## src/source/cache_defines.svh

```systemverilog
// ##########################################################
// cache geometry, memory size and memory latency
// ##########################################################

`ifndef CACHE_DEFINES_SVH
`define CACHE_DEFINES_SVH

// address split: tag | set | word offset | byte
`define CACHE_TAG_BITS 25
`define CACHE_INDEX_BITS 3
`define CACHE_OFFSET_BITS 2

// ways per set, and the rank width for the LRU order
`define CACHE_ASSOC 4
`define CACHE_LRU_BITS ($clog2(`CACHE_ASSOC))

// derived cache sizes
`define CACHE_SETS (1 << `CACHE_INDEX_BITS)
`define CACHE_BLOCK_WORDS (1 << `CACHE_OFFSET_BITS)

// backing memory depth in 32-bit words
`define MEM_WORDS 4096

// same memory counted in cache blocks
`define MEM_BLOCKS (`MEM_WORDS / `CACHE_BLOCK_WORDS)

// cycles from a read or write strobe to mem_ready
`define MEM_LATENCY 4

`endif
```

## src/source/cache_pkg.sv

```systemverilog
// ##########################################################
// cache types: tag entries, data blocks, address fields
// ##########################################################

`default_nettype none

`include "cache_defines.svh"

package cache_pkg;

    // address fields
    typedef logic [`CACHE_TAG_BITS-1:0] tag_t;
    typedef logic [`CACHE_INDEX_BITS-1:0] set_index_t;
    typedef logic [`CACHE_OFFSET_BITS-1:0] word_offset_t;

    // way number, also used as an LRU rank
    typedef logic [`CACHE_LRU_BITS-1:0] way_index_t;

    // one tag entry per way
    typedef struct packed {
        logic valid;
        logic dirty;
        tag_t tag;
    } tag_entry_t;

    // a full block, word 0 in the low bits
    typedef logic [`CACHE_BLOCK_WORDS-1:0][31:0] data_block_t;

endpackage

`default_nettype wire

```

## src/source/line_store.sv

```systemverilog
// ##########################################################
// set-by-way entry array, all ways of a set read at once
// ##########################################################

`timescale 1ns/1ps
`default_nettype none

`include "cache_defines.svh"

module line_store #(
    parameter type entry_t = logic [31:0],
    parameter entry_t RESET_VALUE = '0
) (
    input  logic                   clock,
    input  logic                   reset,
    input  cache_pkg::set_index_t  set,
    output entry_t [`CACHE_ASSOC-1:0] ways,
    input  logic                   write_enable,
    input  cache_pkg::way_index_t  write_way,
    input  entry_t                 write_entry
);

    entry_t [`CACHE_ASSOC-1:0] entries [`CACHE_SETS];

    // combinational read of the whole set
    assign ways = entries[set];

    // write lands in the set currently addressed
    always_ff @(posedge clock or negedge reset) begin
        if (!reset) begin
            for (int s = 0; s < `CACHE_SETS; s++) begin
                for (int w = 0; w < `CACHE_ASSOC; w++) begin
                    entries[s][w] <= RESET_VALUE;
                end
            end
        end else if (write_enable) begin
            entries[set][write_way] <= write_entry;
        end
    end

endmodule

`default_nettype wire

```

## config.mk

```make
export PLATFORM = sky130hd
export DESIGN_NAME = line_store
export DESIGN_NICKNAME = d
export VERILOG_FILES = /design/src/source/cache_pkg.sv /design/src/source/line_store.sv
export VERILOG_INCLUDE_DIRS = /design/src /design/src/source
export SDC_FILE = /design/constraint.sdc
export NUM_CORES = 1
export LEC_CHECK = 0
export BUFFER_PORTS_ARGS = -buffer_cell sky130_fd_sc_hd__buf_2
export CAP_MARGIN = 10
export CORE_AREA = 2 2 275 277
export CTS_CLUSTER_SIZE = 14
export DETAILED_ROUTE_END_ITERATION = 7
export DIE_AREA = 0 0 277 279
export PLACE_DENSITY = 0.91
export SLEW_MARGIN = 10
export SYNTH_ARGS = -nofsm -noshare
export SYNTH_HDL_FRONTEND = slang
export SYNTH_SLANG_ARGS = --single-unit
```

## constraint.sdc

```tcl
create_clock -name clock -period 2 [get_ports clock]
set_input_delay 0.2 -clock clock [delete_from_list [all_inputs] [get_ports clock]]
set_output_delay 0.2 -clock clock [all_outputs]
set_load 0.02 [all_outputs]
```

; After elaboration in Yosys (flattened, before gate mapping)
; Cells that the tools add are included.
[totals]
regBits = 1024
input_bits = 40
output_inout_bits = 128
word_cells = 47
[classes]
magnitude_cmp = 4
muxes = 8
bitwise = 1
reduce_logical = 2
[ops]
columns = operator, count
row1 = $bwmux W1024, 1
row2 = $bmux W128 S3, 1
row3 = $demux W128 S3, 1
row4 = $mux W128, 3
row5 = $demux W32 S2, 1
row6 = $mux W32, 1
row7 = $ge A4 B4 Y1 const B, 1
row8 = $lt A4 B1 Y1 const B, 1
row9 = $not A3 Y4, 1
row10 = $lt A2 B3 Y1 const B, 1
row11 = $ge A2 B1 Y1 const B, 1
row12 = $logic_and A1 B1 Y1, 2

; Longest topological paths before layout
; Gate-level depths: netlist of run 1.
[logic_depth]
ltp_word = 7
mapped_depth = 5
ltp_nobuf = 3

; Least setup slack after synthesis of run 1
; Ideal clock, no wire load.
[synth_timing]
kind = input to output
start = in set[0]
end = out ways[127] (netlist name)
arrival_ps = 1573
required_time_ps = 1800
setup_slack_ps = 227
path_stages = 4
path_buffers = 2
path_cell_list = clkbuf_1 buf_2 mux4_2 mux2_2
[synth_lines]
columns = element, line
row1 = "start, declared", line_store.sv:16  ; input cache_pkg::set_index_t set,
row2 = "end, declared", line_store.sv:17  ; output entry_t [`CACHE_ASSOC-1:0] ways,

==> metrics.txt, run 1 <==
number of CTS-inserted buffers=98; Placeable Area=74100 µm²; Netlist Area Pre-Place=45800 µm²; CTS root buffer=clkbuf_16; cells along the critical path=mux4_2 -> mux2_4 -> buf_6; H-tree Lvls=3; area of the multi-input gates=19600 µm²; largest net degree at the start of global routing=92; Die Area=77300 µm²; clock skew=0 ns; synthesized instance count=2745; vias in the first global route=30400; slowest CP cell=mux4_2; Synth top cells by count=mux2_2 (1152), dfrtp_1 (1024), mux4_2 (256); critical path arrival=2.09 ns; I/O Buffers=167; Initial Util=61.8%; final worst-path cycle share=115%; sequential share of the synthesized area=56.0%; family with the most delay on the worst path=multiplexers; initial DRC count=2392; worst hold path class=input port to asynchronous set/reset pin; Critical Path Source Type=flip-flop; critical path class=flip-flop to output port; Gate power share=22.4%; R2R Setup Slk=0.90 ns; area leader, netlist=dfrtp_1; # nets final=3099; status=finished, violations left; count of non-filler cells in the finished layout=4095; final RePlAce weighted congestion=0.796; Post-synth ARST share=100%; drt drc=0; Total Wirelength=130 mm; router iterations before antenna repair=5; CTS tree=done; Fillers=3791; RR Endpoint=entries[960]; worst-skew pair later-pin latency=0.67 ns; Area Overhead vs Synth=19.6%; fin util=73.9%; leakage dissipation=25.2 nW; Internal=0.0431 W; fin crit period=2.29 ns; Slew @ Worst Pin=0.838 ns; top-count cell post-synth=mux2_2; Hold Slack=0.115 ns; Sw Pwr=0.0160 W; Avg Cell Area, Syn=16.7 µm²; largest registers=entries (1024); post-DP HPWL=70.4 mm; Post-synth top flop=dfrtp_1; post-route ant nets=0; share of cells above drive strength 1=66.2%; number of flip-flops in the largest register=1024; Biggest register=entries; Final Hold Vio Count=0; IO Pins=168; Place WS=0.0388 ns; vias=27900; Die Span X=277 µm; Vias per Instance=6.81; power per cell area=1080 nW/µm²; clock power share=31.4%; highest clock rate=436 MHz; R2R cell count=3; Buf/Inv on CP=1; sequential cell area=25600 µm²; Max Transition Viols Final=0; initial antenna violation count=4; RSZ-0062 raised after global routing=yes; wire length per cell=31.8 µm; final setup fails=128; failing checks=setup timing; sw frac=27.1%; Die Y=279 µm; register bit total from synthesis=1024; Clock transition at path regs=0.06 ns; placed instance area=49200 µm²; worst-path fanout max=2; worst r2r src=entries[960]; share of the synthesized area in the top cell type=56.0%; Netlist cell types=18; All-Layer GR Usage=33.0%; Max-Cap Viols=0; Critical Path End Type=output port; Net Count, Synth=2785; clock buffer depth=3; first-pass GRT wire length=191 mm; Crit path required time=1.80 ns; top cells by area, synth=dfrtp_1 (56%), mux2_2 (28%), mux4_2 (13%); maximum VDD drop=0.000948 V; # placed instances=3771; post-route cell area=54700 µm²; row count=100; Flop pwr share=46.2%; gr ovfl total=0; CTS sink cnt=1024; number of synthesized flops with an enable pin=0; worst setup margin=-0.294 ns; Syn. warnings=0; Max stage delay on crit path=0.54 ns; Rel. slew slack=44.2%
-- through the flow --
stage	setup TNS (ns)	power, W
global route	-25.90	0.0609
floorplan	0	0.0339
CTS	-23.29	0.0578
finish	-22.56	0.0591
detailed placement	0	0.0376
global placement	0	0.0366
-- worst reg2reg max path, cell delays in order, from the launching register on --
cell     delay (ns)
dfrtp_1        0.41
buf_4          0.15
buf_4          0.12
mux2_2         0.29
-- per-layer routing --
layer / wire length (µm) / track usage, % / vias up
met5: 27 / 0 / -
met3: 11000 / 6.49 / 503
met2: 64300 / 53.5 / 1581
met1: 47500 / 42.4 / 15000
li1: - / - / 10800
met4: 7480 / 18.3 / 4
-- cell usage in the layout (no fill, tap or decap), types with 2 or more instances in the layout --
cell type,n
mux2_4,116
mux4_2,256
buf_2,35
dfrtp_1,1024
nor2_4,16
clkinvlp_4,2
and4bb_2,3
nand2b_1,2
clkbuf_1,20
buf_8,3
mux2_2,1036
nand2_2,16
buf_4,218
clkinv_2,11
bufinv_16,4
clkbuf_16,99
clkbuf_8,23
nor2b_1,2
buf_6,129
nand4b_1,3
buf_12,93
inv_6,6
-- worst max-delay path by stage --
stage | depth (start not counted) | slack [ns] | endpoint | startpoint
after floorplan | 4 | 0.23 | ways[127] | set[0]
after global placement | 6 | 0.05 | ways[2] | set[0]
after detailed placement | 6 | 0.04 | ways[30] | set[0]
after CTS | 3 | -0.26 | ways[91] | entries[603]
after global routing | 3 | -0.29 | ways[12] | entries[140]
final | 3 | -0.29 | ways[9] | entries[521]
-- logic make-up after synthesis --
family	after synthesis	share of synthesized area [%]
AND/OR/NAND/NOR	48	0.547
multiplexers	1408	40.9
buffers and inverters	265	2.56
flip-flops	1024	56.0
-- power by group through the flow --
stage               clock [W]  combinational [W]  sequential, W
floorplan                   0            0.00764         0.0263
CTS                    0.0185             0.0124         0.0269
global placement            0            0.00991         0.0267
detailed placement          0             0.0104         0.0272
global route           0.0195             0.0139         0.0276
finish                 0.0185             0.0133         0.0273
-- cell type report --
| type | count | share of cell area, % |
|---|---|---|
| Sequential cell | 1024 | 46.8 |
| Multi-Input combinational cell | 1456 | 35.8 |
| Timing Repair Buffer | 479 | 9.47 |
| Clock buffer | 142 | 5.24 |
| Tap cell | 969 | 2.22 |
| Clock inverter | 24 | 0.480 |
| Antenna cell | 1 | 0.00457 |
-- repair_timing --
action	in CTS	in global routing
hold endpoints to repair	366	0
hold buffers	1	0
setup endpoints to repair	128	128
gates resized for setup	364	8
setup buffers	77	79
No activity file was read; power rests on OpenSTA's default activity.
==> run 2, diff against run 1 <==
--- a/config.mk
+++ b/config.mk
@@ -13,6 +13,7 @@
 export DETAILED_ROUTE_END_ITERATION = 7
 export DIE_AREA = 0 0 277 279
 export PLACE_DENSITY = 0.91
+export REMOVE_ABC_BUFFERS = 1
 export SLEW_MARGIN = 10
 export SYNTH_ARGS = -nofsm -noshare
 export SYNTH_HDL_FRONTEND = slang
==> run 2 against run 1 <==
  * The flow still finishes with violations (setup timing)
  * Critical path depth stayed put
  * Fmax is 1.5% lower
  * Final area is 1.1% higher
  * Die area stayed put
  * Register-to-register slack better by 0.02 ns
  * Count of clock-buffer cells in the layout is 3 higher
  * Core utilization is 0.84 points higher
  * Largest cell class unchanged
  * Largest power group unchanged
==> metrics.txt, run 2 (synthesized netlist as in run 1, its figures left out) <==
Slew @ Worst Pin=0.662 ns (was 0.838 ns); worst hold path class=input port to flip-flop (was input port to asynchronous set/reset pin); RR Endpoint=entries[1018] (was entries[960]); I/O Buffers=167 (unchanged); fin util=74.7% (was 73.9%); final setup fails=128 (unchanged); Die Y=279 µm (unchanged); Critical Path Source Type=flip-flop (unchanged); Die Area=77300 µm² (unchanged); critical path class=flip-flop to output port (unchanged); Clock transition at path regs=0.07 ns (was 0.06 ns); Place WS=-0.000457 ns (was 0.0388 ns); worst-path fanout max=2 (unchanged); Biggest register=entries (unchanged); maximum VDD drop=0.000651 V (was 0.000948 V); Placeable Area=74100 µm² (unchanged); vias=28800 (was 27900); CTS tree=done (unchanged); row count=100 (unchanged); Final Hold Vio Count=0 (unchanged); highest clock rate=429 MHz (was 436 MHz); largest net degree at the start of global routing=106 (was 92); first-pass GRT wire length=199 mm (was 191 mm); clock skew=0 ns (unchanged); worst r2r src=entries[1018] (was entries[960]); post-route ant nets=0 (unchanged); met3 Use GR=8.44% (was 6.49%); H-tree Lvls=3 (unchanged); worst setup path endpoint=ways[30] (was ways[9]); # placed instances=3792 (was 3771); drt drc=0 (unchanged); final RePlAce weighted congestion=0.790 (was 0.796); Max Transition Viols Final=0 (unchanged); GRT met2 Usage=55.8% (was 53.5%); initial DRC count=3306 (was 2392); Fillers=3626 (was 3791); Rel. slew slack=55.9% (was 44.2%); CTS root buffer=clkbuf_16 (unchanged); router iterations before antenna repair=5 (unchanged); status=finished, violations left (unchanged); All-Layer GR Usage=34.6% (was 33.0%); RSZ-0062 raised after global routing=yes (unchanged); fin crit period=2.33 ns (was 2.29 ns); setup TNS=-25.61 ns (was -22.56 ns); Critical Path End Type=output port (unchanged); leakage dissipation=25.5 nW (was 25.2 nW); largest registers=entries (1024) (unchanged); final worst-path cycle share=116% (was 115%); worst setup margin=-0.328 ns (was -0.294 ns); failing checks=setup timing (unchanged); power consumption=0.0612 W (was 0.0591 W); vias in the first global route=31200 (was 30400); met1 Usage GRT=42.7% (was 42.4%); critical path arrival=2.13 ns (was 2.09 ns); Initial Util=61.8% (unchanged); count of non-filler cells in the finished layout=4135 (was 4095); clock buffer depth=3 (unchanged); crit path from=entries[542] (was entries[521]); CTS sink cnt=1024 (unchanged); number of flip-flops in the largest register=1024 (unchanged); IO Pins=168 (unchanged); commonest non-fill, non-tap cell in the layout=mux2_2 (unchanged); R2R cell count=3 (unchanged); Crit path required time=1.80 ns (about the same); R2R Setup Slk=0.92 ns (was 0.90 ns); # nets final=3127 (was 3099); GR peak layer=met2 (unchanged); share of cells above drive strength 1=66.8% (was 66.2%); worst-skew pair later-pin latency=0.67 ns (about the same); post-DP HPWL=72.9 mm (was 70.4 mm); Max-Cap Viols=0 (unchanged); wire length per cell=34.1 µm (was 31.8 µm); gr ovfl total=0 (unchanged); Area Overhead vs Synth=20.9% (was 19.6%); Vias per Instance=6.95 (was 6.81); initial antenna violation count=3 (was 4); Worst Hold Launch=write_entry[10]; leading cell types in the layout, fill and taps excluded=mux2_2 (1030), dfrtp_1 (1024), mux4_2 (256), buf_4 (237), buf_6 (129) (was mux2_2 (1036), dfrtp_1 (1024), mux4_2 (256), buf_4 (218), buf_6 (129)); power per cell area=1110 nW/µm² (was 1080 nW/µm²); number of CTS-inserted buffers=101 (was 98); Total Wirelength=141 mm (was 130 mm); Die Span X=277 µm (unchanged)
[run 2: cell count changes in the layout (fill, tap and decap cells not counted), sizes merged]
cell and delta:
buf +24, clkinv +7, bufinv +5, clkinvlp +5, inv -5, clkbuf +3, dlygate4sd3 +1
[run 2: layout make-up]
class / count / area (µm²) / area share, %
Sequential cell: 1024 / 25600 / 46.3
Multi-Input combinational cell: 1456 / 19600 / 35.4
Timing Repair Buffer: 504 / 5430 / 9.82
Clock buffer: 145 / 3020 / 5.45
Tap cell: 969 / 1210 / 2.19
Clock inverter: 36 / 460 / 0.832
Antenna cell: 1 / 2.50 / 0.00452
[run 2: how the worst min path moves through the flow]
stage                        end  slack (ns)  depth (start not counted)
finish              entries[202]        0.16                          2
global route        entries[940]        0.17                          2
floorplan             entries[0]        -0.1                          0
global placement    entries[183]        0.04                          1
detailed placement  entries[183]        0.04                          1
CTS                 entries[697]        0.13                          2
[run 2: power breakdown]
part / total (W) / internal (W) / leakage, nW / switching, W
Sequential: 0.0275 / 0.0248 / 13.1 / 0.00272
Combinational: 0.0136 / 0.00796 / 10.7 / 0.00566
Clock: 0.0201 / 0.0116 / 1.70 / 0.00847
[run 2: critical path: stages, from the launching register on]
cell	delay [ns]
dfrtp_1	0.43
mux4_2	0.56
mux2_4	0.32
buf_6	0.14
[run 2: what timing repair did]
action	4_1_cts	5_1_grt
endpoints found under the hold margin	1002	0
hold buffers	2	0
resized for setup	370	8
endpoints found under the setup margin	128	128
setup buffers	88	71
[run 2: layer usage]
layer / vias up / share of wire, % / routed length, µm
met5: - / 0.018 / 25
met4: 4 / 7.7 / 10900
met3: 771 / 10 / 14200
met2: 2068 / 48 / 67600
met1: 15100 / 34 / 48400
li1: 10900 / - / -
[run 2: stage by stage]
| stage | instance area [µm²] | hold WS [ns] |
|---|---|---|
| after floorplan | 44600 | -0.0956 |
| after global placement | 49400 | 0.0425 |
| after detailed placement | 49400 | 0.0397 |
| after CTS | 54800 | 0.132 |
| after global routing | 55400 | 0.173 |
| final | 55400 | 0.162 |
