<file path="src/source/cache_defines.svh">
// ##########################################################
// cache geometry, memory size and memory latency
// ##########################################################

`ifndef CACHE_DEFINES_SVH
`define CACHE_DEFINES_SVH

// address split: tag | set | word offset | byte
`define CACHE_TAG_BITS 25
`define CACHE_INDEX_BITS 3
`define CACHE_OFFSET_BITS 2

// ways per set, and the rank width for the LRU order
`define CACHE_ASSOC 4
`define CACHE_LRU_BITS ($clog2(`CACHE_ASSOC))

// derived cache sizes
`define CACHE_SETS (1 << `CACHE_INDEX_BITS)
`define CACHE_BLOCK_WORDS (1 << `CACHE_OFFSET_BITS)

// backing memory depth in 32-bit words
`define MEM_WORDS 4096

// same memory counted in cache blocks
`define MEM_BLOCKS (`MEM_WORDS / `CACHE_BLOCK_WORDS)

// cycles from a read or write strobe to mem_ready
`define MEM_LATENCY 4

`endif
</file>
<file path="src/source/cache_pkg.sv">
// ##########################################################
// cache types: tag entries, data blocks, address fields
// ##########################################################

`default_nettype none

`include "cache_defines.svh"

package cache_pkg;

    // address fields
    typedef logic [`CACHE_TAG_BITS-1:0] tag_t;
    typedef logic [`CACHE_INDEX_BITS-1:0] set_index_t;
    typedef logic [`CACHE_OFFSET_BITS-1:0] word_offset_t;

    // way number, also used as an LRU rank
    typedef logic [`CACHE_LRU_BITS-1:0] way_index_t;

    // one tag entry per way
    typedef struct packed {
        logic valid;
        logic dirty;
        tag_t tag;
    } tag_entry_t;

    // a full block, word 0 in the low bits
    typedef logic [`CACHE_BLOCK_WORDS-1:0][31:0] data_block_t;

endpackage

`default_nettype wire

</file>
<file path="src/source/lru_tracker.sv">
// ##########################################################
// exact LRU ranks per set, victim pick and rank update
// ##########################################################

`timescale 1ns/1ps
`default_nettype none

`include "cache_defines.svh"

module lru_tracker (
    input  logic                  clock,
    input  logic                  reset,
    input  cache_pkg::set_index_t set,
    output cache_pkg::way_index_t victim,
    input  logic                  touch,
    input  cache_pkg::way_index_t touch_way
);

    // rank 0 is most recent, ASSOC-1 is the victim
    cache_pkg::way_index_t [`CACHE_ASSOC-1:0] ranks [`CACHE_SETS];

    cache_pkg::way_index_t touched_rank;

    assign touched_rank = ranks[set][touch_way];

    // ranks in a set are a permutation, so exactly one way matches
    always_comb begin
        victim = '0;
        for (int w = 0; w < `CACHE_ASSOC; w++) begin
            if (ranks[set][w] == cache_pkg::way_index_t'(`CACHE_ASSOC - 1)) begin
                victim = cache_pkg::way_index_t'(w);
            end
        end
    end

    always_ff @(posedge clock or negedge reset) begin
        if (!reset) begin
            // way n starts at rank n
            for (int s = 0; s < `CACHE_SETS; s++) begin
                for (int w = 0; w < `CACHE_ASSOC; w++) begin
                    ranks[s][w] <= cache_pkg::way_index_t'(w);
                end
            end
        end else if (touch) begin
            for (int w = 0; w < `CACHE_ASSOC; w++) begin
                if (cache_pkg::way_index_t'(w) == touch_way) begin
                    ranks[set][w] <= '0;
                end else if (ranks[set][w] < touched_rank) begin
                    // more recent than the touched way, age by one
                    ranks[set][w] <= ranks[set][w] + 1'b1;
                end
            end
        end
    end

endmodule

`default_nettype wire

</file>
<file path="config.mk">
export PLATFORM = sky130hd
export DESIGN_NAME = lru_tracker
export DESIGN_NICKNAME = d
export VERILOG_FILES = /design/src/source/cache_pkg.sv /design/src/source/lru_tracker.sv
export VERILOG_INCLUDE_DIRS = /design/src /design/src/source
export SDC_FILE = /design/constraint.sdc
export NUM_CORES = 1
export LEC_CHECK = 0
export ABC_AREA = 1
export BUFFER_PORTS_ARGS = -buffer_cell sky130_fd_sc_hd__buf_4
export CAP_MARGIN = 20
export CORE_UTILIZATION = 50
export CTS_BUF_LIST = sky130_fd_sc_hd__clkbuf_4 sky130_fd_sc_hd__clkbuf_8
export CTS_CLUSTER_DIAMETER = 120
export CTS_CLUSTER_SIZE = 24
export DETAILED_ROUTE_END_ITERATION = 8
export GPL_TIMING_DRIVEN = 1
export PLACE_DENSITY = 0.7
export SYNTH_ARGS = -nofsm -noshare
export SYNTH_HDL_FRONTEND = slang
export SYNTH_SLANG_ARGS = --single-unit
</file>
<file path="constraint.sdc">
create_clock -name clock -period 5.9 [get_ports clock]
set_input_delay 0.885 -clock clock [delete_from_list [all_inputs] [get_ports clock]]
set_output_delay 0.885 -clock clock [all_outputs]
set_load 0.05 [all_outputs]
</file>
* Word-level counts from Yosys, hierarchy flattened
Index checks and enable logic that the tools add are counted. W data, S select, Z words.
Storage, ports and cells: register bits after elaboration 64, RAM bits 0, word-level logic and storage cells 91, bits in read-only memories 0, input port bits 8, output and inout port bits 2, memories 0, bits in latches 0
Cells by class: bitwise operators 9, shift-type cells 0, $add $sub $neg 4, $lt $le $gt $ge 7, multipliers 0, eq/ne operators 6, reductions and logical operators 2, multiplexer cells 31, div/mod/pow operators 0
Operator list (number):
- $mux W64 | 11
- $and A64 B64 Y64 | 4
- $bwmux W64 | 4
- $not A64 Y64 | 4
- $demux W8 S3 | 4
- $bmux W8 S3 | 1
- $mux W8 | 3
- $add A2 B1 Y2 const B | 4
- $lt A2 B2 Y1 | 4
- $mux W2 | 4
- $eq A2 B2 Y1 const B | 3
- $mux W6 | 1
- $bmux W2 S2 | 1
- $eq A2 B2 Y1 const A | 2
- $ge A4 B4 Y1 const B | 1
- $lt A4 B1 Y1 const B | 1
- $mux W4 | 1
- $not A3 Y4 | 1
- $lt A2 B3 Y1 const B | 1
- $eq A1 B2 Y1 const A | 1
- $logic_not A2 Y1 | 1
- $logic_and A1 B1 Y1 | 1
- $mux W1 | 1

* Logic depth before layout (Yosys ltp)
Gate-level depths: netlist of run 1.
word-level depth 21, depth in mapped cells 19, depth with buffers taken out 18

* Worst setup path after synthesis of run 1
No wires, ideal clock.
path kind in2out, start input set[0], end output victim[0], arrival time 2.531 ns, stages 11, buffers on the path 2, data required time 5.015 ns, path slack 2.484 ns, cell sequence inv_2 -> buf_2 -> nand2_1 -> clkbuf_1 -> o21ai_0 -> a221oi_1 -> nand3_1 -> ha_1 -> inv_1 -> nand2_1 -> nand2_1
On the way: longest elaborated chain between the ends 8, elaborated cells on any way between the ends 10, those cells by class eq/ne: 3; mux: 6; bitwise: 1
Ends and longest elaborated chain:
- from (decl) | RTL line lru_tracker.sv:13 | input cache_pkg::set_index_t set,
- $not A3 Y4 (implied by the code) * | RTL line lru_tracker.sv:30 | if (ranks[set][w] == cache_pkg::way_index_t'(`CACHE_ASSOC - 1)) begin
- $bmux W8 S3 * | RTL line lru_tracker.sv:30
- $mux W8 (implied by the code) * (2 in a row) | RTL line lru_tracker.sv:30
- $eq A2 B2 Y1 | RTL line lru_tracker.sv:30
- $mux W1 | RTL line lru_tracker.sv:30
- $mux W2 | RTL line lru_tracker.sv:30
- $mux W2 * | RTL line lru_tracker.sv:30
- to (decl) | RTL line lru_tracker.sv:14 | output cache_pkg::way_index_t victim,
Every way passes the cells marked *; elsewhere a longest branch is shown, timed or not. The select of a mux whose other input is x is not followed.

* Worst setup path in the final report of run 1
start input set[0], end register ranks[54] (netlist bit)
On the way: longest elaborated chain between the ends 21, elaborated cells on any way between the ends 45, those cells by class add/sub: 4; order compare: 6; mux: 25; bitwise: 9; reduce/logical: 1
Ends and longest elaborated chain:
- $not A3 Y4 (implied by the code) *
- $bmux W8 S3 | RTL line lru_tracker.sv:24, lru_tracker.sv:48, lru_tracker.sv:50
- $mux W8 (implied by the code) | RTL line lru_tracker.sv:24, lru_tracker.sv:48, lru_tracker.sv:50
- $mux W8 (implied by the code) | RTL line lru_tracker.sv:48, lru_tracker.sv:50
- $bmux W2 S2 | RTL line lru_tracker.sv:24 | assign touched_rank = ranks[set][touch_way];
- $mux W2 (implied by the code) | RTL line lru_tracker.sv:24
- $lt A2 B2 Y1 | RTL line lru_tracker.sv:48 | end else if (ranks[set][w] < touched_rank) begin
- $mux W64 | RTL line lru_tracker.sv:48
- [5 not listed]
- $mux W64 | RTL line lru_tracker.sv:44 | end else if (touch) begin
- $bwmux W64 | RTL line lru_tracker.sv:50 | ranks[set][w] <= ranks[set][w] + 1'b1;
- $mux W64 | RTL line lru_tracker.sv:48
- $mux W64 | RTL line lru_tracker.sv:46 | if (cache_pkg::way_index_t'(w) == touch_way) begin
- $mux W64 | RTL line lru_tracker.sv:44
- $bwmux W64 | RTL line lru_tracker.sv:50
- $mux W64 | RTL line lru_tracker.sv:48
- $mux W64 * | RTL line lru_tracker.sv:46
- to (signal, indexed assignment) | RTL line lru_tracker.sv:41 | ranks[s][w] <= cache_pkg::way_index_t'(w);
- to (signal, indexed assignment) | RTL line lru_tracker.sv:50
- to (decl) | RTL line lru_tracker.sv:20 | cache_pkg::way_index_t [`CACHE_ASSOC-1:0] ranks [`CACHE_SETS];
Marks and branches as above. A chain may end at the register's enable or synchronous reset.

==> out/metrics.csv, run 1 <==
metric,value,unit
synth_cell_types,26,
io-pin-count,10,
htree_levels,3,
grt_pass1_wl,25.6,mm
path_buf_inv,4,
fin_crit_sh,71.5,%
die_area,0.0110,sq mm
worstSetupStartpointType,input pin,
syn_nets,864,
slew_viol_final,0,
cts_resized,0,
regMostFlops,ranks,
postSynthAreaPerCell,6.24,sq um
placed_cell_area,0.00531,sq mm
wl_per_cell,15.8,um
drc,0,
syn_area,0.00530,sq mm
ys_ff_latch,64,
required,6.21,ns
place.gp.congestion,0.908,
dpl_worst_slack,1.43,ns
critical_path_class,input pin to flop,
whs,0.480,ns
first_global_vias,5341,
slew_headroom,44.8,%
die_y,105,um
endpoint_kind,flop,
synth_top_area_cell,nand2_1,
max_cap_viol_count,0,
yosysTopAreaCellShare,20.8,%
largest_reg_flops,64,
critPathArrivalTime,4.53,ns
grt.total_usage,29.5,%
worstHoldPathType,flop to flop,
status,completed,
cts_sinks,64,
num_rows,37,
cts_setup_buffers,0,
max_stage_delay,0.63,ns
fin_worst_skew,0.0114,ns
ant_nets,0,
grt_antenna_before_repair,0,
rsz0062_at_grt,no,
cellLeakagePower,2.75,nW
crit_family,simple AND/OR/NAND/NOR gates,
synthCells,849,
area_growth_syn_to_layout,3.49,%
fin_setup_tns,0,ns
hold_violations,0,
grt_overflow,0,
port_buffers,9,
async_flop_share,100,%
antenna_cells,0,
drt_iter0_drc,494,
crit_slowest_cell,nand2_1,
synth_edf_count,0,
dr.pass1.iters,6,
cpMostUsedCell,nand2_1,
reg_top3,ranks (64),
layout_setup_ws,1.68,ns
dp_hpwl,9.95,mm
synth_flop_cell,dfstp_2,
core-area,0.0103,sq mm
fp.dieW,105,um
peakVddDrop,97.3,uV
fin_crit,4.22,ns
clk_latency,0.37,ns
grt_max_degree,65,
seq_area_frac_synth,31.0,%
drt_wl_total,15.3,mm
final_common_cell,nand2_1,
stdcell_area,0.00548,sq mm
nets,844,
cts_buffer_depth,2,
cts_tree,done,
tightest_slew,0.828,ns
via_per_inst,5.74,
detailroute.via_count,5569,
power.density,186,mW/mm^2
cts_made_buffers,9,
layout-drive-gt1-share,13.8,%
timing.fmax,237,MHz
crit_fanout,24,
finalSetupViolCount,0,
root_buffer,clkbuf_8,
initial_core_util,51.6,%
cp_cell_sequence,"buf_4, inv_2, nand2_1, inv_1, a22oi_1, and3_1, nand4_1, nand2_1, nand2_1, nor2_1, ha_1, clkinv_1, nand2_2, nand2_4, nand2_1, nand2_1, nand2_1",
synth.area.top_cells,"nand2_1 21%, nand3_1 20%, dfstp_2 16%",
ys_warn_count,0,
postCtsHoldBufs,0,
clkTransAtPathRegs,0.07,ns
layout_common_cells,"293 x nand2_1, 209 x nand3_1, 52 x nor2_1",
-- cell type report --
cell class | count | area (sq um)
Clock buffer | 15 | 169
Multi-Input combinational cell | 678 | 3170
Clock inverter | 1 | 5.00
Inverter | 64 | 240
Fill cell | 1047 | 4790
Tap cell | 136 | 170
Timing Repair Buffer | 12 | 90.1
Sequential cell | 64 | 1640
-- Yosys cell counts (all sizes together), types with 5 or more instances --
cell,instances
nand2,331
nand3,210
nor2,62
inv,51
a21oi,32
dfrtp,32
dfstp,32
clkbuf,24
nor3,24
buf,19
clkinv,13
ha,7
a22oi,5
-- cell families (layout without fill, tap and decap cells) --
group	Yosys count	after routing	share of synthesized area [%]
AO/OA/AOI/OAI	41	41	4.25
adder cells (fa/ha/maj)	7	7	1.65
buffers and inverters	107	92	9.23
flip-flops	64	64	31.0
AND/OR/NAND/NOR	630	630	53.9
-- worst register-to-register path, delay by kind of cell (launching register included) --
kind	cells	cell delay (ns)
adder cells (fa/ha/maj)	1	0.23
flip-flops	1	0.39
AO/OA/AOI/OAI	2	0.30
AND/OR/NAND/NOR	10	1.48
buffers and inverters	1	0.42
-- stage by stage --
step                instances  total power, mW  util (%)
finish                    970             1.02      53.4
global route              970             1.07      53.4
CTS                       970             1.03      53.4
detailed placement        954            0.667      51.7
global placement          954            0.661      51.7
floorplan                 849            0.627         -
-- final timing paths --
check,start,to,slack [ns],cells after the start
setup / recovery,set[0],ranks[54],1.68,17
hold / removal,ranks[2],ranks[2],0.48,2
setup reg to reg,ranks[55],ranks[54],3.03,14
hold reg to reg,ranks[2],ranks[2],0.48,2
max in group asynchronous,reset,ranks[49],4.74,1
min in group asynchronous,reset,ranks[35],0.62,1
-- routing by layer --
metal  vias to the layer above  wire length [um]  track usage, %
li1                       2719                 -               -
met1                      2599              6560            38.8
met2                       212              7180            45.6
met3                        39              1010            4.93
met4                         0               528            17.1
met5                         -                 0               0
-- power by group --
group	internal (mW)	total (mW)	switching, mW	leakage (nW)
registers	0.452	0.460	0.00843	0.776
clock network	0.181	0.358	0.177	0.0962
logic	0.0437	0.204	0.160	1.88
total	0.676	1.02	0.346	2.75
No activity file was read; power rests on OpenSTA's default activity.
==> run 2, diff against run 1 <==
Settings changed: PLACE_DENSITY 0.7 to 0.72.
Clock period 5.9 ns to 3.44 ns, I/O delays scaled along.
==> out/metrics.csv, run 2 (synthesized netlist as in run 1, its figures left out) <==
metric,value,unit,change
via_per_inst,5.72,,-0.41%
cts_sinks,64,,unchanged
worstHoldPathType,input pin to async pin,,
fin_setup_tns,0,ns,unchanged
cp_cell_sequence,"buf_4, inv_2, nor2_4, buf_4, nand2_2, inv_1, a221oi_1, nand4_1, nand2_1, nand2_1, nor2_1, ha_1, nand2_4, nand2_2, nand2_4, nand2_1, nand2_1, nand2_1",,
root_buffer,clkbuf_8,,
drt_wl_total,15.2,mm,-0.27%
endpoint_kind,flop,,
cellLeakagePower,2.84,nW,+3.2%
max_stage_delay,0.34,ns,-0.29 ns
dp_hpwl,10.3,mm,+3.1%
crit_slowest_cell,a221oi_1,,
cts_resized,0,,unchanged
detailroute.via_count,5655,,+1.5%
nets,863,,+2.3%
worstSetupStartpointType,input pin,,
p_int,1.17,mW,+73%
grt_max_degree,65,,unchanged
fin_crit,2.90,ns,
final_cells,989,,+2.0%
area_growth_syn_to_layout,6.26,%,
place_inst,973,,+2.0%
initial_core_util,51.6,%,unchanged
rsz0062_at_grt,no,,
port_buffers,9,,unchanged
num_rows,37,,unchanged
hold_violations,0,,unchanged
finalSetupViolCount,0,,unchanged
path_buf_inv,4,,unchanged
pwr-share-clk,35.2,%,+0.2 points
grt.total_usage,28.9,%,-0.51 points
regMostFlops,ranks,,
reg2reg_from,ranks[31],,
grt_overflow,0,,unchanged
whs,0.252,ns,-0.227 ns
clkTransAtPathRegs,0.07,ns,about the same
antenna_cells,0,,unchanged
peakVddDrop,167,uV,+72%
fin_crit_sh,84.3,%,
drt_iter0_drc,418,,-15%
largest_reg_flops,64,,unchanged
core-area,0.0103,sq mm,unchanged
max_cap_viol_count,0,,unchanged
slew_headroom,44.8,%,about the same
drc,0,,unchanged
layout_common_cells,"293 x nand2_1, 209 x nand3_1, 52 x nor2_1",,
power.density,315,mW/mm^2,+69%
ant_nets,0,,unchanged
crit_path_start,set[2],,
cts_setup_buffers,0,,unchanged
dr.pass1.iters,5,,-1
postCtsHoldBufs,0,,unchanged
timing.fmax,345,MHz,
io-pin-count,10,,unchanged
cpMostUsedCell,nand2_1,,
layout-drive-gt1-share,15.7,%,+1.9 points
final_common_cell,nand2_1,,
reg_top3,ranks (64),,
wl_per_cell,15.4,um,-2.2%
crit_fanout,24,,unchanged
htree_levels,3,,unchanged
reg2reg_slack,0.81,ns,-2.22 ns
power_frac_comb,20.4,%,+0.4 points
p_sw_share,33.9,%,+0.10 points
die_y,105,um,unchanged
fin_worst_skew,0.0143,ns,+0.00293 ns
required,3.69,ns,-2.52 ns
cts_buffer_depth,2,,unchanged
die_area,0.0110,sq mm,unchanged
critPathArrivalTime,3.15,ns,-1.38 ns
grt_antenna_before_repair,0,,unchanged
first_global_vias,5182,,-3.0%
cts_tree,done,,
seqPwrFrac,44.4,%,-0.6 points
critical_path_class,input pin to flop,,
status,completed,,
place.gp.congestion,0.972,,+7.0%
fp.dieW,105,um,unchanged
crit_family,simple AND/OR/NAND/NOR gates,,
slew_viol_final,0,,unchanged
cts_made_buffers,9,,unchanged
clk_latency,0.37,ns,about the same
grt_pass1_wl,25.0,mm,-2.1%
p_sw,0.602,mW,+74%
tightest_slew,0.828,ns,-0.000112 ns
## run 2: power by group through the flow
stage,logic [mW],clock network [mW],registers (mW)
2_1_floorplan,0.279,0,0.795
3_3_place_gp,0.348,0,0.800
3_5_place_dp,0.357,0,0.800
4_1_cts,0.358,0.636,0.787
5_1_grt,0.400,0.663,0.790
6_report,0.362,0.624,0.788
## run 2: metrics by stage
step	cell area [sq um]	utilization (%)	total power [mW]	setup slack (ns)
4_1_cts	5630	54.8	1.78	0.582
6_report	5630	54.8	1.77	0.539
3_5_place_dp	5450	53.1	1.16	0.201
5_1_grt	5630	54.8	1.85	0.363
3_3_place_gp	5450	53.1	1.15	0.302
2_1_floorplan	5300	-	1.07	0.675
## run 2: path summary, 6_finish.rpt
check                             to  cells past startpoint
setup reg to reg           ranks[43]                     14
setup / recovery           ranks[43]                     18
hold reg to reg             ranks[6]                      2
max in group asynchronous  ranks[57]                      1
hold / removal             ranks[48]                      1
min in group clock          ranks[6]                      2
## run 2: area by class of cell
type | count | area (sq um)
fill | 1029 | 4650
sequential | 64 | 1640
timing repair buffer | 31 | 233
tap | 136 | 170
multi-input combinational | 678 | 3170
clock inverter | 2 | 10.0
clock buffer | 14 | 168
inverter | 64 | 240
## run 2: routing by layer
| layer | GRT usage (%) | share of wire, % |
|---|---|---|
| met4 | 15.0 | 3.2 |
| met1 | 38.1 | 42 |
| met5 | 0 | 0 |
| met3 | 5.68 | 8.3 |
| met2 | 45.0 | 46 |
## run 2: worst register-to-register path, stage by stage, from the launching register on
cell and delay [ns]:
dfstp_2 0.39, inv_1 0.08, o21ai_0 0.09, a221oi_1 0.24
nand4_1 0.20, nand2_1 0.10, nand2_1 0.06, nor2_1 0.27
ha_1 0.33, nand2_4 0.19, nand2_2 0.09, nand2_4 0.23
nand2_1 0.12, nand2_1 0.08, nand2_1 0.05
==> run 3, diff against run 2 <==
Clock period 3.44 ns to 2.45 ns, I/O delays scaled along.
==> out/metrics.csv, run 3 (synthesized netlist as in run 1, its figures left out) <==
metric,value,unit,change
crit_fanout,5,,-79%
ant_nets,0,,unchanged
utilization,59.3,%,+4.5 points
peakVddDrop,351,uV,+110%
wl_per_cell,15.5,um,+0.33%
grt_overflow,0,,unchanged
pwr-share-clk,34.7,%,-0.5 points
die_y,105,um,unchanged
cts_tree,done,,
clk_latency,0.36,ns,about the same
r2r_cells,14,,unchanged
area_growth_syn_to_layout,15.0,%,
drc,0,,unchanged
finalSetupViolCount,0,,unchanged
r2r-end,ranks[36],,
layout-drive-gt1-share,21.4,%,+5.7 points
p_int,1.76,mW,+50%
postCtsHoldBufs,0,,unchanged
grt_pass1_wl,26.0,mm,+3.8%
num-fill-cells,992,,-3.6%
cellLeakagePower,3.09,nW,+9.0%
timing.fmax,420,MHz,
cts_sinks,64,,unchanged
power.density,428,mW/mm^2,+36%
reg2reg_slack,0.23,ns,-0.58 ns
initial_core_util,51.6,%,unchanged
crit_slowest_cell,ha_1,,
max_cap_viol_count,0,,unchanged
final_common_cell,nand2_1,,
hold_violations,0,,unchanged
regMostFlops,ranks,,
status,completed,,
grt.total_usage,30.2,%,+1.3 points
via_per_inst,5.66,,-0.95%
die_area,0.0110,sq mm,unchanged
max_stage_delay,0.21,ns,-0.13 ns
dp_hpwl,10.9,mm,+6.4%
worstSetupStartpointType,input pin,,
grt_antenna_before_repair,0,,unchanged
required,2.08,ns,-1.61 ns
seqPwrFrac,42.5,%,-1.9 points
root_buffer,clkbuf_8,,
cp_cell_sequence,"buf_4, inv_2, nor2_4, buf_4, nand2_4, inv_2, buf_4, a22oi_2, nand3_1, buf_4, ha_1, inv_2, nand2_1, nand2_2, buf_8",,
slew_viol_final,0,,unchanged
nets,906,,+5.0%
htree_levels,3,,unchanged
reg_top3,ranks (64),,
port_buffers,9,,unchanged
drt_wl_total,16.0,mm,+4.7%
clkTransAtPathRegs,0.07,ns,about the same
fin_worst_skew,0.00668,ns,-0.00765 ns
detailroute.via_count,5845,,+3.4%
num_rows,37,,unchanged
largest_reg_flops,64,,unchanged
place_inst,1015,,+4.3%
endpoint_kind,primary output,,
core-area,0.0103,sq mm,unchanged
critical_path_class,input pin to primary output,,
final_cells,1032,,+4.3%
drt_iter0_drc,357,,-15%
fp.dieW,105,um,unchanged
place.gp.congestion,0.934,,-3.9%
dr.pass1.iters,7,,+2
whs,0.112,ns,-0.140 ns
fin_crit,2.38,ns,
tightest_slew,0.812,ns,-0.0160 ns
cpMostUsedCell,buf_4,,
fin_crit_sh,97.1,%,
first_global_vias,5445,,+5.1%
p_sw_share,32.5,%,-1.5 points
layout_common_cells,"289 x nand2_1, 209 x nand3_1, 71 x buf_4",,
reg2reg_from,ranks[31],,
critPathArrivalTime,2.01,ns,-1.14 ns
antenna_cells,0,,unchanged
slew_headroom,45.9,%,+1.1 points
worstHoldPathType,input pin to async pin,,
io-pin-count,10,,unchanged
p_sw,0.847,mW,+41%
power_frac_comb,22.8,%,+2.4 points
rsz0062_at_grt,no,,
grt_max_degree,65,,unchanged
cts_buffer_depth,2,,unchanged
cts_made_buffers,9,,unchanged
## run 3: what timing repair did
action | 4_1_cts | 5_1_grt
buffers inserted | 0 | 1
pin swaps | 1 | 3
gates resized for setup | 6 | 20
setup endpoints to repair | 6 | 66
## run 3: power groups by stage
stage          Clock, mW  Combinational, mW  Sequential [mW]
2_1_floorplan          0              0.394             1.12
3_3_place_gp           0              0.547             1.12
3_5_place_dp           0              0.564             1.12
4_1_cts            0.931              0.568             1.11
5_1_grt            0.969              0.647             1.11
6_report           0.906              0.594             1.11
## run 3: cell type report
class / count / area [sq um] / share of cell area, %
inverter: 64 / 243 / 3.98
clock buffer: 16 / 195 / 3.20
sequential: 64 / 1640 / 26.9
tap: 136 / 170 / 2.79
multi-input combinational: 678 / 3270 / 53.6
timing repair buffer: 74 / 579 / 9.50
## run 3: worst max-delay path by stage
stage	from	to	slack (ns)
final	set[2]	victim[0]	0.07
after global routing	set[2]	ranks[33]	0.02
after CTS	set[2]	victim[1]	0.001
after detailed placement	set[2]	ranks[20]	-0.39
after global placement	set[2]	ranks[9]	-0.33
after floorplan	set[0]	ranks[17]	0.0002
## run 3: stage by stage
step                setup slack (ns)  total power [mW]  setup TNS, ns  area, sq um
floorplan                   0.000172              1.51              0         5310
global placement              -0.329              1.67         -18.49         5790
detailed placement            -0.391              1.69         -20.90         5790
CTS                          0.00115              2.61              0         6010
global route                  0.0185              2.73              0         6100
finish                        0.0709              2.61              0         6100
## run 3: critical path, delay by kind of cell
kind            cells  cell delay, ns
fa+ha+maj           1            0.21
buf+inv             8            0.96
compound gates      1            0.13
simple gates        5            0.36
## run 3: metal layers
| layer | up-vias | track usage, % | routed length [um] |
|---|---|---|---|
| li1 | 2852 | - | - |
| met1 | 2730 | 38.4 | 6640 |
| met2 | 226 | 48.2 | 7670 |
| met3 | 37 | 7.11 | 1160 |
| met4 | 0 | 14.9 | 489 |
| met5 | - | 0 | 0 |
